<file path="src/pio_macros.svh">
`ifndef PIO_MACROS_SVH
`define PIO_MACROS_SVH

// Machine count and the shared program store
`define PIO_NUM_SM    2
`define PIO_MEM_DEPTH 32
`define PIO_PC_W      5    // Must address all of PIO_MEM_DEPTH

// GPIO bus, one bit per pin
`define PIO_GPIO_W    32

// Clock divider, integer part only
`define PIO_DIV_W     16

`endif

</file>
<file path="src/pio_pkg.sv">
package pio_pkg;

  // Loader command codes with 3 and 4 left unused
  typedef enum logic [3:0] {
    ACT_NONE    = 4'd0,
    ACT_INSTR   = 4'd1,  // Write one program word
    ACT_WRAP    = 4'd2,
    ACT_PINS    = 4'd5,  // SET pin group
    ACT_ENABLE  = 4'd6,
    ACT_DIVIDER = 4'd7
  } pio_action_e;

  // Only JMP and SET execute, the rest retire as one-step no-ops
  typedef enum logic [2:0] {
    OP_JMP       = 3'b000,
    OP_WAIT      = 3'b001,
    OP_IN        = 3'b010,
    OP_OUT       = 3'b011,
    OP_PUSH_PULL = 3'b100,
    OP_MOV       = 3'b101,
    OP_IRQ       = 3'b110,
    OP_SET       = 3'b111
  } pio_opcode_e;

  typedef enum logic [2:0] {
    SET_PINS    = 3'b000,
    SET_X       = 3'b001,
    SET_PINDIRS = 3'b100
  } pio_set_dest_e;

  typedef enum logic [2:0] {
    JMP_ALWAYS = 3'b000,
    JMP_X_DEC  = 3'b010   // Taken if X non-zero, X decremented either way
  } pio_jmp_cond_e;

  // 16-bit program word
  typedef struct packed {
    pio_opcode_e opcode;
    logic [4:0]  delay;      // Extra idle steps after execution
    logic [2:0]  dest_cond;  // SET destination or JMP condition
    logic [4:0]  data_addr;  // SET data or JMP target
  } pio_instr_t;

  // Config data word whose view is picked by the action code
  typedef union packed {
    struct packed {
      logic [18:0] rsvd;
      logic [4:0]  wrap_bottom;  // Bits 12:8
      logic [2:0]  rsvd_mid;
      logic [4:0]  wrap_top;     // Bits 4:0
    } wrap;
    struct packed {
      logic [23:0] rsvd;
      logic [2:0]  set_count;    // Bits 7:5
      logic [4:0]  set_base;     // Bits 4:0
    } pins;
    struct packed {
      logic [15:0] rsvd;
      logic [15:0] div_int;      // 0 behaves as 1
    } div;
  } pio_conf_u;

endpackage

</file>
<file path="src/pio_ctrl.sv">
`timescale 1ns/1ps
`include "pio_macros.svh"

module pio_ctrl (
  input  logic                  clk_25mhz,
  input  logic                  reset,
  input  logic                  cmd_valid,
  input  pio_pkg::pio_action_e  cmd_action,
  input  logic [1:0]            cmd_mindex,
  input  logic [`PIO_PC_W-1:0]  cmd_index,
  input  pio_pkg::pio_conf_u    cmd_data,
  input  logic [`PIO_PC_W-1:0]  pc0,
  input  logic [`PIO_PC_W-1:0]  pc1,
  output logic                  cmd_ready,
  output pio_pkg::pio_instr_t   instr0,
  output pio_pkg::pio_instr_t   instr1,
  output logic                  enable0,
  output logic [`PIO_PC_W-1:0]  wrap_top0,
  output logic [`PIO_PC_W-1:0]  wrap_bottom0,
  output logic [4:0]            set_base0,
  output logic [2:0]            set_count0,
  output logic [`PIO_DIV_W-1:0] clk_div0,
  output logic                  enable1,
  output logic [`PIO_PC_W-1:0]  wrap_top1,
  output logic [`PIO_PC_W-1:0]  wrap_bottom1,
  output logic [4:0]            set_base1,
  output logic [2:0]            set_count1,
  output logic [`PIO_DIV_W-1:0] clk_div1
);

  pio_pkg::pio_instr_t  mem [`PIO_MEM_DEPTH];  // Shared by both machines

  // Per-machine configuration
  logic                  enable_r      [`PIO_NUM_SM];
  logic [`PIO_PC_W-1:0]  wrap_top_r    [`PIO_NUM_SM];
  logic [`PIO_PC_W-1:0]  wrap_bottom_r [`PIO_NUM_SM];
  logic [4:0]            set_base_r    [`PIO_NUM_SM];
  logic [2:0]            set_count_r   [`PIO_NUM_SM];
  logic [`PIO_DIV_W-1:0] clk_div_r     [`PIO_NUM_SM];

  logic alive;          // Low for the reset cycles
  logic any_running;
  logic instr_blocked;
  logic accept;

  always_comb begin
    any_running = 1'b0;
    for (int m = 0; m < `PIO_NUM_SM; m++)
      any_running = any_running | enable_r[m];
  end

  // Program store only changes with every machine stopped
  assign instr_blocked = cmd_valid && (cmd_action == pio_pkg::ACT_INSTR) && any_running;
  assign cmd_ready     = alive && !instr_blocked;
  assign accept        = cmd_valid && cmd_ready;

  always_ff @(posedge clk_25mhz) begin
    if (reset) begin
      alive <= 1'b0;
      for (int m = 0; m < `PIO_NUM_SM; m++) begin
        enable_r[m]      <= 1'b0;
        wrap_top_r[m]    <= '1;   // Full memory by default
        wrap_bottom_r[m] <= '0;
        set_base_r[m]    <= '0;
        set_count_r[m]   <= '0;   // Owns no pins
        clk_div_r[m]     <= `PIO_DIV_W'd1;
      end
    end else begin
      alive <= 1'b1;
      for (int m = 0; m < `PIO_NUM_SM; m++) begin
        if (accept && cmd_mindex == 2'(m)) begin  // Other indices ignored
          case (cmd_action)
            pio_pkg::ACT_WRAP: begin
              wrap_top_r[m]    <= cmd_data.wrap.wrap_top;
              wrap_bottom_r[m] <= cmd_data.wrap.wrap_bottom;
            end
            pio_pkg::ACT_PINS: begin
              set_base_r[m]  <= cmd_data.pins.set_base;
              set_count_r[m] <= cmd_data.pins.set_count;
            end
            pio_pkg::ACT_ENABLE:  enable_r[m]  <= cmd_data[0];  // Bit 0 runs/stops
            pio_pkg::ACT_DIVIDER: clk_div_r[m] <= cmd_data.div.div_int;
            default: ;  // NONE and INSTR leave config alone
          endcase
        end
      end
    end
  end

  // Instruction write, mindex unused here
  always_ff @(posedge clk_25mhz) begin
    if (accept && cmd_action == pio_pkg::ACT_INSTR)
      mem[cmd_index] <= pio_pkg::pio_instr_t'(cmd_data[15:0]);
  end

  // One combinational read port per machine
  assign instr0 = mem[pc0];
  assign instr1 = mem[pc1];

  assign enable0      = enable_r[0];
  assign wrap_top0    = wrap_top_r[0];
  assign wrap_bottom0 = wrap_bottom_r[0];
  assign set_base0    = set_base_r[0];
  assign set_count0   = set_count_r[0];
  assign clk_div0     = clk_div_r[0];

  assign enable1      = enable_r[1];
  assign wrap_top1    = wrap_top_r[1];
  assign wrap_bottom1 = wrap_bottom_r[1];
  assign set_base1    = set_base_r[1];
  assign set_count1   = set_count_r[1];
  assign clk_div1     = clk_div_r[1];

endmodule

</file>
<file path="src/pio_machine.sv">
`timescale 1ns/1ps
`include "pio_macros.svh"

module pio_machine (
  input  logic                   clk_25mhz,
  input  logic                   reset,
  input  logic                   enable,
  input  pio_pkg::pio_instr_t    instr,        // Word at pc
  input  logic [`PIO_PC_W-1:0]   wrap_top,
  input  logic [`PIO_PC_W-1:0]   wrap_bottom,
  input  logic [4:0]             set_base,
  input  logic [2:0]             set_count,
  input  logic [`PIO_DIV_W-1:0]  clk_div,
  output logic [`PIO_PC_W-1:0]   pc,
  output logic [`PIO_GPIO_W-1:0] pins,
  output logic [`PIO_GPIO_W-1:0] pindirs,
  output logic [`PIO_GPIO_W-1:0] owned         // SET pin group
);

  logic [`PIO_DIV_W-1:0]  div_cnt;      // Cycles left until next step
  logic [`PIO_DIV_W-1:0]  div_reload;
  logic [4:0]             delay_cnt;    // Idle steps left
  logic [31:0]            x;
  logic                   step;
  logic                   exec;
  logic                   jmp_taken;
  logic [`PIO_PC_W-1:0]   pc_seq;       // Next pc without a jump
  logic [`PIO_GPIO_W-1:0] group_low;    // Count ones, unrotated
  logic [`PIO_GPIO_W-1:0] set_value;    // SET data placed on the group

  // Left rotate, group may wrap past pin 31
  function automatic logic [`PIO_GPIO_W-1:0] rotl(
    input logic [`PIO_GPIO_W-1:0] v,
    input logic [4:0]             sh
  );
    logic [2*`PIO_GPIO_W-1:0] dbl;
    dbl  = {v, v} << sh;
    rotl = dbl[2*`PIO_GPIO_W-1:`PIO_GPIO_W];
  endfunction

  // Divisor 0 steps every cycle like 1
  assign div_reload = (clk_div == '0) ? '0 : clk_div - 1'b1;
  assign step       = enable && (div_cnt == '0);
  assign exec       = step && (delay_cnt == '0);  // Delay done, run the word

  assign pc_seq = (pc == wrap_top) ? wrap_bottom : pc + 1'b1;

  always_comb begin
    jmp_taken = 1'b0;
    if (instr.opcode == pio_pkg::OP_JMP) begin
      case (instr.dest_cond)
        pio_pkg::JMP_ALWAYS: jmp_taken = 1'b1;
        pio_pkg::JMP_X_DEC:  jmp_taken = (x != '0);  // Tested before decrement
        default:             jmp_taken = 1'b0;       // Unsupported, falls through
      endcase
    end
  end

  assign group_low = (`PIO_GPIO_W'(1) << set_count) - 1'b1;
  assign owned     = rotl(group_low, set_base);
  // Low count bits of data, bits past 4 read as zero
  assign set_value = rotl(`PIO_GPIO_W'(instr.data_addr) & group_low, set_base);

  always_ff @(posedge clk_25mhz) begin
    if (reset) begin
      pc        <= '0;
      div_cnt   <= '0;
      delay_cnt <= '0;
      x         <= '0;
      pins      <= '0;
      pindirs   <= '0;
    end else if (!enable) begin
      // Parked at wrap_bottom, first step on the edge after enable
      pc        <= wrap_bottom;
      div_cnt   <= '0;
      delay_cnt <= '0;
    end else begin
      if (step)
        div_cnt <= div_reload;
      else
        div_cnt <= div_cnt - 1'b1;

      if (step && delay_cnt != '0)
        delay_cnt <= delay_cnt - 1'b1;  // Idle step

      if (exec) begin
        delay_cnt <= instr.delay;
        pc        <= jmp_taken ? instr.data_addr : pc_seq;
        case (instr.opcode)
          pio_pkg::OP_JMP: begin
            if (instr.dest_cond == pio_pkg::JMP_X_DEC)
              x <= x - 1'b1;  // Wraps from 0 to all ones
          end
          pio_pkg::OP_SET: begin
            case (instr.dest_cond)
              pio_pkg::SET_PINS:    pins    <= (pins & ~owned) | set_value;
              pio_pkg::SET_PINDIRS: pindirs <= (pindirs & ~owned) | set_value;
              pio_pkg::SET_X:       x       <= 32'(instr.data_addr);
              default: ;
            endcase
          end
          default: ;  // No-op, one step
        endcase
      end
    end
  end

endmodule

</file>
<file path="src/pio_pin_merge.sv">
`timescale 1ns/1ps
`include "pio_macros.svh"

module pio_pin_merge (
  input  logic [`PIO_GPIO_W-1:0] pins0,
  input  logic [`PIO_GPIO_W-1:0] pindirs0,
  input  logic [`PIO_GPIO_W-1:0] owned0,
  input  logic [`PIO_GPIO_W-1:0] pins1,
  input  logic [`PIO_GPIO_W-1:0] pindirs1,
  input  logic [`PIO_GPIO_W-1:0] owned1,
  output logic [`PIO_GPIO_W-1:0] gpio_out,
  output logic [`PIO_GPIO_W-1:0] gpio_dir
);

  // Per pin priority: machine 1, then machine 0, else low
  always_comb begin
    for (int i = 0; i < `PIO_GPIO_W; i++) begin
      if (owned1[i]) begin
        gpio_out[i] = pins1[i];
        gpio_dir[i] = pindirs1[i];
      end else if (owned0[i]) begin
        gpio_out[i] = pins0[i];
        gpio_dir[i] = pindirs0[i];
      end else begin
        // Nobody drives this pin
        gpio_out[i] = 1'b0;
        gpio_dir[i] = 1'b0;
      end
    end
  end

endmodule

</file>
<file path="src/pio_top.sv">
`timescale 1ns/1ps
`include "pio_macros.svh"

module pio_top (
  input  logic                   clk_25mhz,
  input  logic                   reset,
  input  logic                   cmd_valid,
  input  pio_pkg::pio_action_e   cmd_action,
  input  logic [1:0]             cmd_mindex,
  input  logic [`PIO_PC_W-1:0]   cmd_index,
  input  pio_pkg::pio_conf_u     cmd_data,
  output logic                   cmd_ready,
  output logic [`PIO_GPIO_W-1:0] gpio_out,
  output logic [`PIO_GPIO_W-1:0] gpio_dir
);

  // Machine 0 side
  pio_pkg::pio_instr_t    instr0;
  logic [`PIO_PC_W-1:0]   pc0;
  logic                   enable0;
  logic [`PIO_PC_W-1:0]   wrap_top0;
  logic [`PIO_PC_W-1:0]   wrap_bottom0;
  logic [4:0]             set_base0;
  logic [2:0]             set_count0;
  logic [`PIO_DIV_W-1:0]  clk_div0;
  logic [`PIO_GPIO_W-1:0] pins0;
  logic [`PIO_GPIO_W-1:0] pindirs0;
  logic [`PIO_GPIO_W-1:0] owned0;

  // Machine 1 side
  pio_pkg::pio_instr_t    instr1;
  logic [`PIO_PC_W-1:0]   pc1;
  logic                   enable1;
  logic [`PIO_PC_W-1:0]   wrap_top1;
  logic [`PIO_PC_W-1:0]   wrap_bottom1;
  logic [4:0]             set_base1;
  logic [2:0]             set_count1;
  logic [`PIO_DIV_W-1:0]  clk_div1;
  logic [`PIO_GPIO_W-1:0] pins1;
  logic [`PIO_GPIO_W-1:0] pindirs1;
  logic [`PIO_GPIO_W-1:0] owned1;

  pio_ctrl ctrl (
    .clk_25mhz    (clk_25mhz),
    .reset        (reset),
    .cmd_valid    (cmd_valid),
    .cmd_action   (cmd_action),
    .cmd_mindex   (cmd_mindex),
    .cmd_index    (cmd_index),
    .cmd_data     (cmd_data),
    .pc0          (pc0),
    .pc1          (pc1),
    .cmd_ready    (cmd_ready),
    .instr0       (instr0),
    .instr1       (instr1),
    .enable0      (enable0),
    .wrap_top0    (wrap_top0),
    .wrap_bottom0 (wrap_bottom0),
    .set_base0    (set_base0),
    .set_count0   (set_count0),
    .clk_div0     (clk_div0),
    .enable1      (enable1),
    .wrap_top1    (wrap_top1),
    .wrap_bottom1 (wrap_bottom1),
    .set_base1    (set_base1),
    .set_count1   (set_count1),
    .clk_div1     (clk_div1)
  );

  pio_machine sm0 (
    .clk_25mhz   (clk_25mhz),
    .reset       (reset),
    .enable      (enable0),
    .instr       (instr0),
    .wrap_top    (wrap_top0),
    .wrap_bottom (wrap_bottom0),
    .set_base    (set_base0),
    .set_count   (set_count0),
    .clk_div     (clk_div0),
    .pc          (pc0),
    .pins        (pins0),
    .pindirs     (pindirs0),
    .owned       (owned0)
  );

  pio_machine sm1 (
    .clk_25mhz   (clk_25mhz),
    .reset       (reset),
    .enable      (enable1),
    .instr       (instr1),
    .wrap_top    (wrap_top1),
    .wrap_bottom (wrap_bottom1),
    .set_base    (set_base1),
    .set_count   (set_count1),
    .clk_div     (clk_div1),
    .pc          (pc1),
    .pins        (pins1),
    .pindirs     (pindirs1),
    .owned       (owned1)
  );

  pio_pin_merge merge (
    .pins0    (pins0),
    .pindirs0 (pindirs0),
    .owned0   (owned0),
    .pins1    (pins1),
    .pindirs1 (pindirs1),
    .owned1   (owned1),
    .gpio_out (gpio_out),
    .gpio_dir (gpio_dir)
  );

endmodule

</file>
<file path="config.mk">
export PLATFORM = sky130hd
export DESIGN_NAME = pio_top
export DESIGN_NICKNAME = d
export VERILOG_FILES = /design/src/pio_pkg.sv /design/src/pio_ctrl.sv /design/src/pio_machine.sv /design/src/pio_pin_merge.sv /design/src/pio_top.sv
export VERILOG_INCLUDE_DIRS = /design/src
export SDC_FILE = /design/constraint.sdc
export NUM_CORES = 2
export LEC_CHECK = 0
export BUFFER_PORTS_ARGS = -buffer_cell sky130_fd_sc_hd__buf_2
export CAP_MARGIN = 30
export CORE_MARGIN = 4
export CORE_UTILIZATION = 60
export DETAILED_ROUTE_END_ITERATION = 12
export PLACE_DENSITY = 0.77
export SYNTH_ARGS = -nofsm -noshare
export SYNTH_HDL_FRONTEND = slang
export SYNTH_SLANG_ARGS = --single-unit
</file>
<file path="constraint.sdc">
create_clock -name clk_25mhz -period 8.9 [get_ports clk_25mhz]
set_input_delay 1.78 -clock clk_25mhz [delete_from_list [all_inputs] [get_ports clk_25mhz]]
set_output_delay 1.78 -clock clk_25mhz [all_outputs]
set_load 0.01 [all_outputs]
</file>
==> metrics.cfg <==
[sta]
post-route-min-period_ns = 5.85
max_clock_freq_mhz = 171
drv_slew = 0
grt_setup_unrepaired = false
hold_violations = 0
slew_headroom = 0.232
fin_setup_tns_ns = 0
post-route-period-util = 0.658
setup_violations = 0
skew_ns = 0.0725
tightest_slew_ns = 1.15

[clocking]
cts.clk_slew.worst_paths_ns = 0.06
cts_tree = yes
hold_buffers = 0
postCtsSetupRepairBufs = 0
clk_latency_ns = 0.67
numCtsBuffers = 86
cts_root_buffer = clkbuf_16
cts_buffer_depth = 3
htree_levels = 3
ctsResizeCount = 0
clock_sinks = 837

[placed_design]
portBuffers = 94
dpl.hpwl_um = 83700
place.gp.congestion = 0.978

[setup_path]
arrival_ns = 4.07
cpLargestDelayFamily = compound AO/OA/AOI/OAI gates
crit_type = reg2out
endpoint = gpio_out[0]
ff2ff_path_depth = 9
critPathSlowestCell = edfxtp_1
worst-path-max-fanout = 17
critPathCaptureType = output pin
r2r_end = sm0.x[27]
cpPeakStageDelay_ns = 0.71
start_kind = register
critPathLaunch = ctrl.set_count_r[0][5]
cp_num_cells = 11
required_ns = 7.12
crit_chain = and3_1 -> inv_1 -> ha_1 -> nor2_1 -> a31oi_1 -> o21ai_0 -> mux2i_1 -> mux2_2 -> mux2_2 -> o21ai_0 -> buf_2
rrSetupSlack_ns = 3.41
cp.buffers_inverters = 2

[logic_synthesis]
ys_seq_elements = 837
ys_warn_count = 0
synth_nets = 3455
synth_edf_count = 582
synth_area_mm2 = 0.0420
synth_area_leaders = edfxtp_1 (42%), mux4_2 (13%), dfxtp_1 (12%)
synth.most_common_cell = edfxtp_1
yosysTopAreaCell = edfxtp_1
synth_flop_cell = edfxtp_1
avgSynthCellArea_um2 = 12.4
synth_top_area_share = 0.416
synth_cell_types = 92
synthArstFlopShare = 0
synth_commonest_cells = edfxtp_1 (582), dfxtp_1 (255), mux4_2 (248), nor2_1 (229), o21ai_0 (224)
synth-seq-area-share = 0.538
syn_inst = 3394

[cells_and_area]
fin_util = 0.674
layout-drive-gt1-share = 0.191
fill_cells = 4787
final_nets = 3501
areaGrowthSynthToFinish_pct = 10.7

[route]
viasPerCell = 7.23
post-route-drc-count = 0
drt_iter0_markers = 4970
vias = 32100
ant_nets = 0
drt_pre_antenna_iters = 6
wl_um = 130000
wl_per_cell_um = 29.2

[power]
finalPower_w = 0.00862
power.leakage_nw = 15.1
powerDensity_mw_per_mm2 = 185
ir_drop_mv = 0.266

[global_routing]
grt_pass1_wl_um = 193000
antenna_found_initial = 5
overflow = 0
grt_max_degree = 129
grtUsageTotal = 0.342
first_global_vias = 31500

[status]
status = finished clean

[hold_path]
min_path_type = reg2reg

[die]
ios = 111
die_w_um = 273
initial_core_util = 0.609
coreArea_mm2 = 0.0689
die_h_um = 273
dieArea_mm2 = 0.0743
num_rows = 96

[run]
maxCapViolCount = 0

## layer usage
metal,up-vias,wire length [µm],track usage
li1,13500,-,-
met1,15800,45000,0.443
met2,2326,61200,0.550
met3,477,15700,0.0727
met4,4,7830,0.181
met5,-,33,0
## stage by stage
step	setup WS (ns)	instances	hold slack, ns	area (µm²)
finish	3.05	4442	0.476	46500
global route	2.85	4441	0.510	46500
CTS	3.21	4438	0.477	46400
detailed placement	3.62	4280	0.469	43500
global placement	3.80	4274	0.454	43400
floorplan	4.62	3394	0.443	42000
## cell families (layout without fill, tap and decap cells)
family	Yosys count	count (layout)	synth area share
other	0	1	0
adder cells (fa/ha/maj)	15	15	0.00447
flip-flops	837	837	0.538
buffers and inverters	320	436	0.0317
XOR/XNOR	83	83	0.0173
AND/OR/NAND/NOR	887	887	0.108
AO/OA/AOI/OAI	848	848	0.130
multiplexers	404	404	0.171
## registers in the layout, indices dropped and copies added, names as in the netlist, 2 cells and up, named ones only
signal,count
ctrl.clk_div_r,32
ctrl.enable_r,2
ctrl.mem,512
ctrl.set_base_r,10
ctrl.set_count_r,6
ctrl.wrap_bottom_r,10
ctrl.wrap_top_r,10
sm0.delay_cnt,5
sm0.div_cnt,16
sm0.pc,5
sm0.pindirs,32
sm0.pins,32
sm0.x,32
sm1.delay_cnt,5
sm1.div_cnt,16
sm1.pc,5
sm1.pindirs,32
sm1.pins,32
sm1.x,32
## where the power goes
group | switching (W) | internal (W) | leakage (nW)
clock network | 0.00158 | 0.00216 | 1.41
registers | 0.0000383 | 0.00418 | 7.39
logic | 0.000414 | 0.000243 | 6.26
total | 0.00204 | 0.00658 | 15.1
## placed cells by master, fill, tap and decap left out, types with 14 or more instances in the layout
master     instances
nor3_1            57
o31ai_1           46
nand3b_1          15
and2_1            45
mux4_2           248
o21ai_0          223
or4_1             36
nand4_1           25
nand3_1           87
nand2_1          189
nor4_1            29
edfxtp_1         582
or3_1             45
nor2_2            25
a22o_1            14
inv_1             96
nor2_1           197
and3_1            14
nand2b_1          24
buf_2             94
a22oi_1           62
dfxtp_1          249
buf_4             74
a21oi_1          137
clkinv_1          16
mux2i_1          132
clkbuf_16         86
xor2_1            43
o22ai_1          162
ha_1              15
clkinv_2          15
a31oi_1           21
mux2_2            23
a211oi_1          14
o211ai_1          33
nor2b_1           33
xnor2_1           40
## worst register-to-register path, delay by kind of cell (launching register included)
family,cells,cell delay (ns)
and+or+nand+nor,4,2.68
AOI/OAI and AO/OA,3,0.87
buffers and inverters,1,0.72
DFF,1,0.70
muxes,1,0.38
## worst min-delay path by stage
stage | start | endpoint | slack, ns | cells after the start
after CTS | sm0.x[9] | sm0.x[9] | 0.48 | 2
after floorplan | sm0.pindirs[22] | sm0.pindirs[22] | 0.44 | 2
after global placement | sm0.x[27] | sm0.x[27] | 0.45 | 2
after global routing | sm0.pins[22] | sm0.pins[22] | 0.51 | 2
final | sm0.x[9] | sm0.x[9] | 0.48 | 2
after detailed placement | sm0.x[9] | sm0.x[9] | 0.47 | 2
## layout make-up
class | instances | area [µm²] | share of cell area
well taps | 931 | 1160 | 0.0251
repair buffers | 175 | 1180 | 0.0254
multi-input cells | 2237 | 18200 | 0.392
diodes | 1 | 2.50 | 0.0000538
clock inverters | 55 | 642 | 0.0138
clock buffers | 103 | 2280 | 0.0490
inverters | 103 | 387 | 0.00832
flip-flops and latches | 837 | 22600 | 0.486
No activity file was read; power rests on OpenSTA's default activity.
